$ cat src/design/phy_cmd_pkg.sv
// ##########################################################
// shared widths, types and command word layout for the
// half-rate DDR3 PHY command front end
// ##########################################################
package phy_cmd_pkg;

    localparam int ADDRESS_NUMBER = 15; // row/column bits, must fit the 32-bit word

    typedef logic [ADDRESS_NUMBER-1:0] row_addr_t; // one DDR3 address
    typedef logic [2:0]                bank_t;     // bank address
    typedef logic [2:0]                rcw_t;      // positive {ras,cas,we}, 0 is nop
    typedef logic [7:0]                tri_word_t; // one bit per DDR bit time
    typedef logic [3:0]                tri_pattern_t; // repeated twice per mclk

    // command word as sent by the sequencer, msb first
    typedef struct packed {
        row_addr_t addr;          // address, or pause length / done on a nop
        bank_t     bank;
        rcw_t      rcw;
        logic      odt;
        logic      cke_dis;       // xor-ed with the ddr_cke level
        logic      sel;           // 1: command in first half-cycle
        logic      dq_en;         // drive DQ
        logic      dqs_en;        // drive DQS
        logic      dqs_toggle;    // send dqs_pattern
        logic      dci_en;
        logic      buf_wr;        // external buffer write
        logic      buf_rd;        // external buffer read
        logic      add_pause_req; // ask for one extra pause cycle
        logic      buf_rst;       // buffer address back to page start
    } cmd_word_t;

    // controls active in the current cycle, after pause substitution
    typedef struct packed {
        rcw_t rcw;
        logic odt;
        logic cke_dis;
        logic sel;
        logic dq_en;
        logic dqs_en;
        logic dqs_toggle;
        logic dci_en;
        logic buf_wr;
        logic buf_rd;
        logic buf_rst;
    } cmd_ctrl_t;

    // two half-cycle command slots, index 1 goes out first
    typedef struct packed {
        row_addr_t [1:0] addr;
        bank_t     [1:0] bank;
        logic      [1:0] ras_n;
        logic      [1:0] cas_n;
        logic      [1:0] we_n;
        logic      [1:0] cke;
        logic      [1:0] odt;
    } phy_slots_t;

endpackage
$ cat src/design/phy_cmd_top.sv
// ##########################################################
// DDR3 PHY command front end, decodes one command word per
// mclk into half-cycle slots, tristate words and status
// ##########################################################
`timescale 1ns/1ps

module phy_cmd_top import phy_cmd_pkg::*; #(
    parameter int CMD_PAUSE_BITS = 10, // address bits that encode a pause
    parameter int CMD_DONE_BIT   = 10  // address bit for sequence done
) (
    input  logic                      mclk,          // half the DDR3 clock
    input  logic                      mrst,          // sync, active high
    input  cmd_word_t                 cmd_word,
    input  logic                      add_pause,     // replay last command as nop
    input  logic                      ddr_cke,
    input  tri_word_t                 dqs_pattern,
    input  tri_pattern_t              dq_tri_on,
    input  tri_pattern_t              dq_tri_off,
    input  tri_pattern_t              dqs_tri_on,
    input  tri_pattern_t              dqs_tri_off,
    output phy_slots_t                slots,         // to the PHY command pins
    output tri_word_t                 dq_tri,
    output tri_word_t                 dqs_tri,
    output tri_word_t                 dqs_data,
    output logic                      dci_dis_dq,
    output logic                      dci_dis_dqs,
    output logic                      cmd_nop,
    output logic                      add_pause_req,
    output logic [CMD_PAUSE_BITS-1:0] pause_len,
    output logic                      sequence_done,
    output logic                      buf_wr,        // external buffer strobes
    output logic                      buf_rd,
    output logic                      buf_rst
);

    typedef logic [CMD_PAUSE_BITS-1:0] pause_len_t;

    cmd_ctrl_t  ctrl;          // decoded controls for this cycle
    row_addr_t  addr_calm;
    bank_t      bank_calm;
    pause_len_t dec_pause_len;

    cmd_decoder #(
        .CMD_PAUSE_BITS (CMD_PAUSE_BITS),
        .CMD_DONE_BIT   (CMD_DONE_BIT)
    ) decoder (
        .mclk          (mclk),
        .mrst          (mrst),
        .cmd_word      (cmd_word),
        .add_pause     (add_pause),
        .ctrl          (ctrl),
        .addr_calm     (addr_calm),
        .bank_calm     (bank_calm),
        .cmd_nop       (cmd_nop),
        .sequence_done (sequence_done),
        .pause_len     (dec_pause_len),
        .add_pause_req (add_pause_req),
        .buf_wr        (buf_wr),
        .buf_rd        (buf_rd),
        .buf_rst       (buf_rst)
    );

    assign pause_len = dec_pause_len;

    cmd_slot_map slot_map (
        .ctrl        (ctrl),
        .addr_calm   (addr_calm),
        .bank_calm   (bank_calm),
        .ddr_cke     (ddr_cke),
        .dqs_pattern (dqs_pattern),
        .slots       (slots),
        .dci_dis_dq  (dci_dis_dq),
        .dci_dis_dqs (dci_dis_dqs),
        .dqs_data    (dqs_data)
    );

    tri_sequencer dq_seq (       // DQ lines
        .mclk     (mclk),
        .mrst     (mrst),
        .en       (ctrl.dq_en),
        .tri_on   (dq_tri_on),
        .tri_off  (dq_tri_off),
        .tri_word (dq_tri)
    );

    tri_sequencer dqs_seq (      // DQS lines
        .mclk     (mclk),
        .mrst     (mrst),
        .en       (ctrl.dqs_en),
        .tri_on   (dqs_tri_on),
        .tri_off  (dqs_tri_off),
        .tri_word (dqs_tri)
    );

endmodule

$ cat src/design/tri_sequencer.sv
// ##########################################################
// output enable to 8-slot tristate word, inserts the on/off
// transition pattern for one cycle on each change
// ##########################################################
`timescale 1ns/1ps

module tri_sequencer import phy_cmd_pkg::*; (
    input  logic         mclk,
    input  logic         mrst,     // sync, active high
    input  logic         en,       // drive the lines this cycle
    input  tri_pattern_t tri_on,   // first word when enabling
    input  tri_pattern_t tri_off,  // first word after disabling
    output tri_word_t    tri_word  // 1 = tristated
);

    logic tri_cur;  // current tristate level
    logic tri_prev; // level of the previous cycle

    assign tri_cur = ~en;

    always_ff @(posedge mclk) begin
        if (mrst) tri_prev <= 1'b1; // lines start tristated
        else      tri_prev <= tri_cur;
    end

    always_comb begin
        if (tri_cur == tri_prev) begin
            tri_word = {8{tri_cur}};       // steady, uniform word
        end else if (tri_prev) begin
            tri_word = {tri_on, tri_on};   // turning the driver on
        end else begin
            tri_word = {tri_off, tri_off}; // turning it off
        end
    end

    // a level held over two cycles outside reset gives no pattern
    assert property (@(posedge mclk) disable iff (mrst)
        ($stable(tri_cur) && !$past(mrst)) |-> (tri_word == {8{tri_cur}}))
        else $error("transition pattern on a steady level");

endmodule

$ cat src/design/cmd_slot_map.sv
// ##########################################################
// places one decoded command into the two DDR3 half-cycle
// slots, forms CKE, ODT, DCI disables and DQS toggle data
// ##########################################################
`timescale 1ns/1ps

module cmd_slot_map import phy_cmd_pkg::*; (
    input  cmd_ctrl_t  ctrl,        // controls after pause substitution
    input  row_addr_t  addr_calm,
    input  bank_t      bank_calm,
    input  logic       ddr_cke,     // global CKE level
    input  tri_word_t  dqs_pattern, // usually 8'h55
    output phy_slots_t slots,
    output logic       dci_dis_dq,
    output logic       dci_dis_dqs,
    output tri_word_t  dqs_data
);

    rcw_t [1:0] slot_rcw_n; // per slot {ras_n,cas_n,we_n}
    rcw_t       rcw_n;      // active low command code
    logic       cke;

    assign rcw_n = ~ctrl.rcw;
    assign cke   = ctrl.cke_dis ^ ddr_cke; // command bit flips the global level

    // sel picks the half-cycle, the other one idles as nop
    always_comb begin
        slot_rcw_n[1] = ctrl.sel ? rcw_n : '1;
        slot_rcw_n[0] = ctrl.sel ? '1 : rcw_n;
    end

    always_comb begin
        for (int i = 0; i < 2; i++) begin
            slots.addr[i]  = addr_calm;      // same address in both halves
            slots.bank[i]  = bank_calm;
            slots.ras_n[i] = slot_rcw_n[i][2];
            slots.cas_n[i] = slot_rcw_n[i][1];
            slots.we_n[i]  = slot_rcw_n[i][0];
            slots.cke[i]   = cke;
            slots.odt[i]   = ctrl.odt;
        end
    end

    assign dci_dis_dq = ~ctrl.dci_en;
    // write leveling has dci_en=1 with odt=1, DCI then stays on DQ only
    assign dci_dis_dqs = ~ctrl.dci_en | ctrl.odt;

    // DQS must stay low when not toggling, write leveling preamble needs it
    assign dqs_data = ctrl.dqs_toggle ? dqs_pattern : '0;

endmodule

$ cat src/design/cmd_decoder.sv
// ##########################################################
// command word decoder, holds the last active command and
// replays it on added pauses, keeps address and bank calm
// ##########################################################
`timescale 1ns/1ps

module cmd_decoder import phy_cmd_pkg::*; #(
    parameter int CMD_PAUSE_BITS = 10, // address bits that carry the pause length
    parameter int CMD_DONE_BIT   = 10  // address bit that flags sequence done
) (
    input  logic                      mclk,
    input  logic                      mrst,          // sync, active high
    input  cmd_word_t                 cmd_word,      // one word per mclk
    input  logic                      add_pause,     // repeat previous command as nop
    output cmd_ctrl_t                 ctrl,          // controls after substitution
    output row_addr_t                 addr_calm,     // frozen during nops and pauses
    output bank_t                     bank_calm,
    output logic                      cmd_nop,       // word is a nop, not an added pause
    output logic                      sequence_done,
    output logic [CMD_PAUSE_BITS-1:0] pause_len,
    output logic                      add_pause_req,
    output logic                      buf_wr,
    output logic                      buf_rd,
    output logic                      buf_rst
);

    typedef logic [CMD_PAUSE_BITS-1:0] pause_len_t;

    cmd_ctrl_t  ctrl_word;  // controls straight from the word
    cmd_ctrl_t  ctrl_pause; // same with rcw forced to nop, what gets held
    cmd_ctrl_t  ctrl_held;  // replayed while add_pause is high
    row_addr_t  addr_held;  // last address of a non-nop cycle
    bank_t      bank_held;
    pause_len_t pause_raw;  // low address bits of the word
    logic       done_bit;
    logic       hold_sel;   // use held address/bank

    always_comb begin
        ctrl_word = '{
            rcw:        cmd_word.rcw,
            odt:        cmd_word.odt,
            cke_dis:    cmd_word.cke_dis,
            sel:        cmd_word.sel,
            dq_en:      cmd_word.dq_en,
            dqs_en:     cmd_word.dqs_en,
            dqs_toggle: cmd_word.dqs_toggle,
            dci_en:     cmd_word.dci_en,
            buf_wr:     cmd_word.buf_wr,
            buf_rd:     cmd_word.buf_rd,
            buf_rst:    cmd_word.buf_rst
        };
        ctrl_pause     = ctrl_word;
        ctrl_pause.rcw = '0;                // a replayed command is always a nop
    end

    assign ctrl = add_pause ? ctrl_held : ctrl_word;

    assign cmd_nop  = (cmd_word.rcw == '0) && !add_pause; // inserted pauses do not count
    assign hold_sel = cmd_nop || add_pause;

    assign addr_calm = hold_sel ? addr_held : cmd_word.addr;
    assign bank_calm = hold_sel ? bank_held : cmd_word.bank;

    // pause length and done flag share the address field of a nop
    assign done_bit      = cmd_word.addr[CMD_DONE_BIT];
    assign pause_raw     = cmd_word.addr[CMD_PAUSE_BITS-1:0];
    assign sequence_done = cmd_nop && done_bit;
    assign pause_len     = done_bit ? '0 : pause_raw; // done wins over any length
    assign add_pause_req = cmd_word.add_pause_req;

    assign buf_wr  = ctrl.buf_wr;  // strobes follow the substituted controls
    assign buf_rd  = ctrl.buf_rd;
    assign buf_rst = ctrl.buf_rst;

    // held copy, loads on every cycle that is not a plain nop
    always_ff @(posedge mclk) begin
        if (mrst) begin
            addr_held <= '0;
            bank_held <= '0;
            ctrl_held <= '0;      // pause after reset drives nothing
        end else if (!cmd_nop) begin
            addr_held <= cmd_word.addr;
            bank_held <= cmd_word.bank;
            ctrl_held <= ctrl_pause;
        end
    end

    // pins stay put through a nop unless a pause just reloaded the hold
    assert property (@(posedge mclk) disable iff (mrst)
        (cmd_nop && !$past(add_pause) && !$past(mrst)) |->
            ($stable(addr_calm) && $stable(bank_calm)))
        else $error("address or bank moved during a nop");

endmodule

$ cat config.mk
export PLATFORM = sky130hd
export DESIGN_NAME = phy_cmd_top
export DESIGN_NICKNAME = d
export VERILOG_FILES = /design/src/design/phy_cmd_pkg.sv /design/src/design/phy_cmd_top.sv /design/src/design/tri_sequencer.sv /design/src/design/cmd_slot_map.sv /design/src/design/cmd_decoder.sv
export SDC_FILE = /design/constraint.sdc
export NUM_CORES = 1
export LEC_CHECK = 0
export ABC_AREA = 1
export ABC_CLOCK_PERIOD_IN_PS = 1000
export BUFFER_PORTS_ARGS = -buffer_cell sky130_fd_sc_hd__buf_4
export CAP_MARGIN = 20
export CORE_UTILIZATION = 43
export CTS_CLUSTER_DIAMETER = 200
export CTS_CLUSTER_SIZE = 16
export DETAILED_ROUTE_END_ITERATION = 6
export PLACE_DENSITY_LB_ADDON = 0.25
export SYNTH_ARGS = -nofsm -noshare
export SYNTH_HDL_FRONTEND = slang
export SYNTH_SLANG_ARGS = --single-unit
$ cat constraint.sdc
create_clock -name mclk -period 1 [get_ports mclk]
set_input_delay 0.1 -clock mclk [delete_from_list [all_inputs] [get_ports mclk]]
set_output_delay 0.1 -clock mclk [all_outputs]
set_load 0.01 [all_outputs]
== After elaboration in Yosys (flattened, before gate mapping) ==
Index checks and enable logic that the tools add are counted.

* Reductions and logical operators: 5
* Multiplexer cells: 11
* Bitwise gates (word level): 6
* Equal/unequal tests: 2

{| class="wikitable"
|+ Operators with widths
! cell !! count
|-
| $mux 8 || 5
|-
| $mux 15 || 1
|-
| $mux 13 || 1
|-
| $mux 10 || 1
|-
| $mux 3 || 3
|-
| $logic_not 3->1 || 1
|-
| $not 1->1 || 3
|-
| $not 3->3 || 1
|-
| $eq 1x1->1 || 2
|-
| $logic_and 1x1->1 || 2
|-
| $logic_not 1->1 || 1
|-
| $logic_or 1x1->1 || 1
|-
| $or 1x1->1 || 1
|-
| $xor 1x1->1 || 1
|}

* Register bits: 30
* Logic and storage cells: 38
* Output and inout port bits: 88
* Bits of input ports: 60

== Depth between registers and ports, before layout ==
Gate-level depths: netlist of run 1.

* Depth after elaboration: 4
* Gate-level depth with buffers: 7
* Depth with buffers taken out: 5

== By module ==
A second synthesis of run 1 with hierarchy kept.

* Cells, all modules: 454
* Area, all modules: 2551.2 um^2

{| class="wikitable"
|+ Modules (own cells, without submodules)
! module !! sequential area each (um^2) !! area each (um^2) !! cells an instance !! times used
|-
| cmd_decoder || 560.5 || 1859.3 || 328 || 1
|-
| cmd_slot_map || 0.0 || 421.7 || 72 || 1
|-
| tri_sequencer || 20.0 || 135.1 || 27 || 2
|}

== Least setup slack after synthesis of run 1 ==
Ideal clock, no wire load.

* Path kind: input to output
* From: input add_pause
* To: output slots[36] (netlist name)
* Buffers on the path: 3
* Data arrival time: 1.047 ns
* Data required time: 0.900 ns
* Slack: -0.147 ns
* Cell stages on the path: 6
* Path through: buf_6 -> inv_6 -> nand2_4 -> buf_6 -> o21ai_0 -> buf_4

{| class="wikitable"
|+ RTL lines
! item !! RTL line !! RTL
|-
| from (decl) || phy_cmd_top.sv:14 || <nowiki>input logic add_pause,</nowiki>
|-
| to (decl) || phy_cmd_top.sv:21 || <nowiki>output phy_slots_t slots,</nowiki>
|}

==> impl_results.md, run 1 <==
* Initial Util at 45.6%
* Critical path peak fanout at 2
* DRC at 0
* Period utilization at 126%
* ANT cells at 0
* Synth cell count leaders: inv_1, nand2_1, nor2_1
* DRT antenna net count at 0
* Sequential Power Share at 30.7%
* Initial antenna violation count at 0
* Asr flop ratio synth at 0%
* CTS Buf Count at 5
* Routed wire per std cell at 13.7 microns
* Hpwl dp at 4.53 mm
* Routed WL at 8.21 mm
* CTS tree: done
* Maximum number of pins on one net before global-route repair at 30
* Core Box Area at 0.00520 sq mm
* TritonRoute pass-1 iters at 4
* Fin nets at 589
* Status: finished, violations left
* CTS H-tree lvls at 2
* Gr ovfl total at 0
* Critical path class: flop to output pin
* Fillers at 342
* Yosys Warn Count at 0
* Overall power at 4250 uW
* Die width at 76.3 microns
* Cts hold-fix bufs at 0
* Number of global-route vias before repair at 2663
* Die area at 0.00581 sq mm
* Leakage power at 0.00238 uW
* NetSw at 1430 uW
* R2R setup slack at 0.19 ns
* Clk_skew at 0.000236 ns
* RSZ-0062 raised after global routing: yes
* Hold Crit Class: input pin to flop
* Final Hold Fails at 0
* Total track usage at 25.2%
* Internal power at 2830 uW
* Layout cell share with drive strength beyond 1 at 50.9%
* Iter 0 DRT Violations at 135
* Avg Cell Area, Syn at 5.99 sq um
* CP endpoint kind: output pin
* Failing checks: setup timing
* Register bit total from synthesis at 29
* Worst-path clk slew at 0.06 ns
* Buffers on Ports at 145
* Synthesis-to-layout area growth at 80.9%
* R2r worst-path depth at 4
* Worst-margin pin slew at 0.291 ns
* Post-synth top area cell: dfxtp_1
* Peak Freq at 792 MHz
* Syn Nets at 456
* Clock Power Share at 25.6%
* EDFF count, synth at 0
* Mapped Cells at 396
* Startpoint type of the worst setup path: flop
* Worst EP required at 0.90 ns
* RD Place Congestion at 0.707
* Setup Viol. Count Final at 68
* Seq/Total Area, Yosys at 24.5%
* Max-Cap Viols at 0
* Slew Limit Fails at 0
* Final Critical Period at 1.26 ns
* Std-Cell Rows at 26
* Most frequent cell after synthesis: inv_1
* Critical path data arrival time at 1.16 ns
* Distinct cells, synth at 23
* Peak VDD IR at 0.000700 V
* CTS max path bufs at 2
* CTS Root Cell: clkbuf_8
* First-pass GRT wire length at 12.1 mm
* Clk_lat worst skew at 0.28 ns
* Pwr per Cell Area at 991 mW/mm^2
* Clk sink count at 29
* Drt via density at 4.85
* Final worst setup slack at -0.262 ns
* Logic gate share of total power at 43.7%
* Hold Path Depth at 5
* Synth top area cells: dfxtp_1, inv_1, nand2_1
* Syn Std Cell Area at 0.00237 sq mm
* Net Sw Frac at 33.5%
* Count of boundary I/O pins at 148
* Setup TNS at -10.24 ns
* Top_reg_cell synth: dfxtp_1
* Vias post-DR at 2909
* Die height at 76.3 microns
* Post-synth top area share at 24.5%
* Slew margin rel. at 80.6%
==> cell type report <==
class	count	area (sq um)	share of cell area (%)
multi-input cells	219	1450	33.7
repair buffers	179	1690	39.4
flip-flops and latches	29	596	13.9
inverters	95	369	8.61
well taps	70	87.6	2.04
clock buffers	7	96.3	2.25
clock inverters	1	5.00	0.117
==> layout by cell type (no fill, tap or decap), types with 2 or more instances in the layout <==
cell,Yosys,layout
nand3_1,6,6
buf_4,31,119
nand2_4,1,19
dfxtp_1,29,17
a21oi_4,0,6
o21ai_1,7,8
dfxtp_2,0,12
nand4_1,27,27
o21ai_2,2,3
inv_1,93,91
clkbuf_8,0,7
inv_2,1,2
nand2_1,81,59
nand2_2,11,14
nor2_4,1,2
buf_12,0,6
o21ai_4,0,16
buf_6,13,49
nor2_1,54,51
buf_16,0,4
nor2_2,0,2
a21oi_2,0,2
==> critical path, stage by stage, from the launching register on <==
cell,delay [ns]
dfxtp_2,0.33
nand2_1,0.04
o21ai_1,0.11
xor2_1,0.24
buf_4,0.16
==> power by group through the flow <==
stage	combinational (uW)	sequential, uW	clock [uW]
2_1_floorplan	862	1280	0
3_3_place_gp	1370	1300	0
3_5_place_dp	1400	1300	0
4_1_cts	1610	1300	1090
5_1_grt	1980	1310	1170
6_report	1860	1310	1090
==> metrics by stage <==
step	worst slack (ns)	hold WS [ns]	cells	utilization, %	cell area, sq um
CTS	-0.237	0.136	598	75.2	3920
finish	-0.262	0.138	600	82.4	4290
detailed placement	-0.100	0.200	578	64.9	3380
global placement	-0.0659	0.200	578	64.9	3380
floorplan	-0.0466	0.287	396	-	2430
global route	-0.341	0.149	600	82.4	4290
==> flip-flops by register name (all words and copies together), names as in the netlist <==
| signal | count |
|---|---|
| decoder.bank_held | 3 |
| decoder.ctrl_held | 9 |
| dq_seq.tri_prev | 1 |
| decoder.addr_held | 15 |
| dqs_seq.tri_prev | 1 |
==> worst paths after layout <==
path,endpoint,startpoint
setup / recovery,slots[3],decoder.ctrl_held[8]
hold / removal,decoder.ctrl_held[9],cmd_word[10]
hold reg to reg,decoder.ctrl_held[2],decoder.ctrl_held[2]
setup reg to reg,decoder.addr_held[12],decoder.addr_held[12]
==> repair_timing <==
| item | in CTS | in global routing |
|---|---|---|
| buffers inserted | 10 | 3 |
| resized for setup | 72 | 87 |
| endpoints found under the setup margin | 68 | 88 |
| pin swaps | 2 | 12 |
| cloned | 4 | 0 |
==> logic make-up (layout without fill, tap and decap cells) <==
family	Yosys count	in the layout	share of synthesized area, %
buffers and inverters	148	282	32.8
DFF	29	29	24.5
xor gates and xnor gates	1	1	0.369
and+or+nand+nor	183	183	34.6
AOI/OAI and AO/OA	35	35	7.70
==> layer usage <==
metal	up-vias	wire, microns	part of all wire [%]	track usage, %
met5	-	0	0	0
met4	0	190	2.3	5.77
met3	23	577	7.0	7.31
met2	141	4400	54	47.1
met1	1331	3050	37	27.9
li1	1414	-	-	-
No activity file was read; power rests on OpenSTA's default activity.
==> inputs of run 2 (changes only) <==
- CORE_ASPECT_RATIO: not set -> 0.9
- CTS_CLUSTER_SIZE: 16 -> 20
==> impl_results.md, run 2 (synthesis results as in run 1) <==
* Status: finished, violations left
* Failing checks: setup timing
* Std-Cell Rows at 25
* Critical path peak fanout at 5
* Worst path top cell family by delay: flip-flops
* Synthesis-to-layout area growth at 76.3%
* Final instance area at 0.00418 sq mm
* Maximum number of pins on one net before global-route repair at 30
* CTS Root Cell: clkbuf_8
* Final worst setup slack at -0.260 ns
* CTS tree: done
* Clk_skew at 0.000286 ns
* RD Place Congestion at 0.764
* Worst EP required at 0.90 ns
* ANT cells at 0
* Clk sink count at 29
* CP Cell Sequence: nand2_1, o21ai_1, buf_4, a21oi_2, buf_4
* Initial antenna violation count at 0
* Clk_lat worst skew at 0.27 ns
* Most used cell, CP: buf_4
* Max reg flops at 15
* Routed wire per std cell at 12.9 microns
* Peak VDD IR at 0.000535 V
* Max-Cap Viols at 0
* Hpwl dp at 4.49 mm
* Util after Layout at 79.1%
* Largest regs: decoder.addr_held (15), decoder.ctrl_held (9), decoder.bank_held (3)
* Die area at 0.00582 sq mm
* Buf/Inv on CP at 2
* Core Box Area at 0.00529 sq mm
* Period utilization at 126%
* Most frequent cells in the layout: buf_4, inv_1, nand2_1
* Post-DP Area at 0.00337 sq mm
* DRC at 0
* Iter 0 DRT Violations at 141
* CTS max path bufs at 2
* Gr ovfl total at 0
* Most flops, register: decoder.addr_held
* Final Critical Period at 1.26 ns
* Overall power at 4070 uW
* Leakage power at 0.00235 uW
* Fillers at 352
* Drt via density at 4.83
* Critical Path Start: decoder.ctrl_held[6]
* Worst-margin pin slew at 0.295 ns
* Vias post-DR at 2881
* Critical path data arrival time at 1.16 ns
* Slew margin rel. at 80.4%
* Hold Crit Class: input pin to flop
* Critical path class: flop to output pin
* Layout cell share with drive strength beyond 1 at 50.4%
* Total track usage at 23.5%
* Commonest non-fill, non-tap cell in the layout: buf_4
* Buffers on Ports at 145
* Hold_sp: cmd_word[9]
* Worst-path clk slew at 0.06 ns
* CP peak stage delay at 0.32 ns
* Slew Limit Fails at 0
* Setup Viol. Count Final at 66
* Number of global-route vias before repair at 2573
* Pwr per Cell Area at 973 mW/mm^2
* CP endpoint kind: output pin
* Final Hold Fails at 0
* Routed WL at 7.71 mm
* CTS Buf Count at 5
* TritonRoute pass-1 iters at 4
* Initial Util at 44.9%
* Startpoint type of the worst setup path: flop
* Die width at 80.3 microns
* RSZ-0062 raised after global routing: yes
* Slowest-stage cell, CP: dfxtp_2
* Reg2reg start: decoder.addr_held[7]
* Peak Freq at 793 MHz
* DRT antenna net count at 0
* Cts hold-fix bufs at 0
* CTS H-tree lvls at 2
* Count of boundary I/O pins at 148
* First-pass GRT wire length at 10.8 mm
* Fin nets at 590
* Die height at 72.4 microns
## run 2: tightest hold or removal path, delay by kind of cell
kind	cells	cell delay, ns
buffers and inverters	3	0.15
AND/OR/NAND/NOR	2	0.14
## run 2: final cells by class
type                            instances  area (sq um)  area share [%]
Sequential cell                        29           601            14.4
Multi-Input combinational cell        219          1390            33.3
Tap cell                               67          83.8            2.01
Clock buffer                            7          86.3            2.07
Inverter                               95           367            8.77
Timing Repair Buffer                  180          1650            39.5
## run 2: repair_timing
action,4_1_cts,5_1_grt
endpoints found under the setup margin,67,71
setup buffers,6,10
gates resized for setup,74,75
cloned,3,1
pin swaps,3,5
## run 2: per-layer routing
layer	GRT usage, %	vias up	wire length, microns	part of all wire [%]
li1	-	1413	-	-
met1	26.0	1322	2880	37
met2	44.1	130	4100	53
met3	6.29	16	582	7.5
met4	6.15	0	155	2.0
met5	0	-	0	0
## run 2: worst paths after layout
check	to	slack (ns)	depth (start not counted)
worst max-delay path	dq_tri[7]	-0.26	5
worst min register to register	decoder.ctrl_held[5]	0.56	4
worst min-delay path	decoder.ctrl_held[8]	0.14	5
worst max register to register	decoder.addr_held[7]	0.20	4
## run 2: power breakdown
part           switching (uW)  internal (uW)  total [uW]
combinational             850            935        1780
clock                     427            545         972
sequential               70.5           1240        1310
## run 2: stage by stage
step | worst slack, ns | hold WS [ns] | std cells | TNS [ns]
2_1_floorplan | -0.0466 | 0.287 | 396 | -0.348
3_3_place_gp | -0.0940 | 0.200 | 573 | -3.22
3_5_place_dp | -0.148 | 0.200 | 573 | -5.23
4_1_cts | -0.242 | 0.138 | 589 | -7.94
5_1_grt | -0.327 | 0.147 | 597 | -11.25
6_report | -0.260 | 0.139 | 597 | -7.62
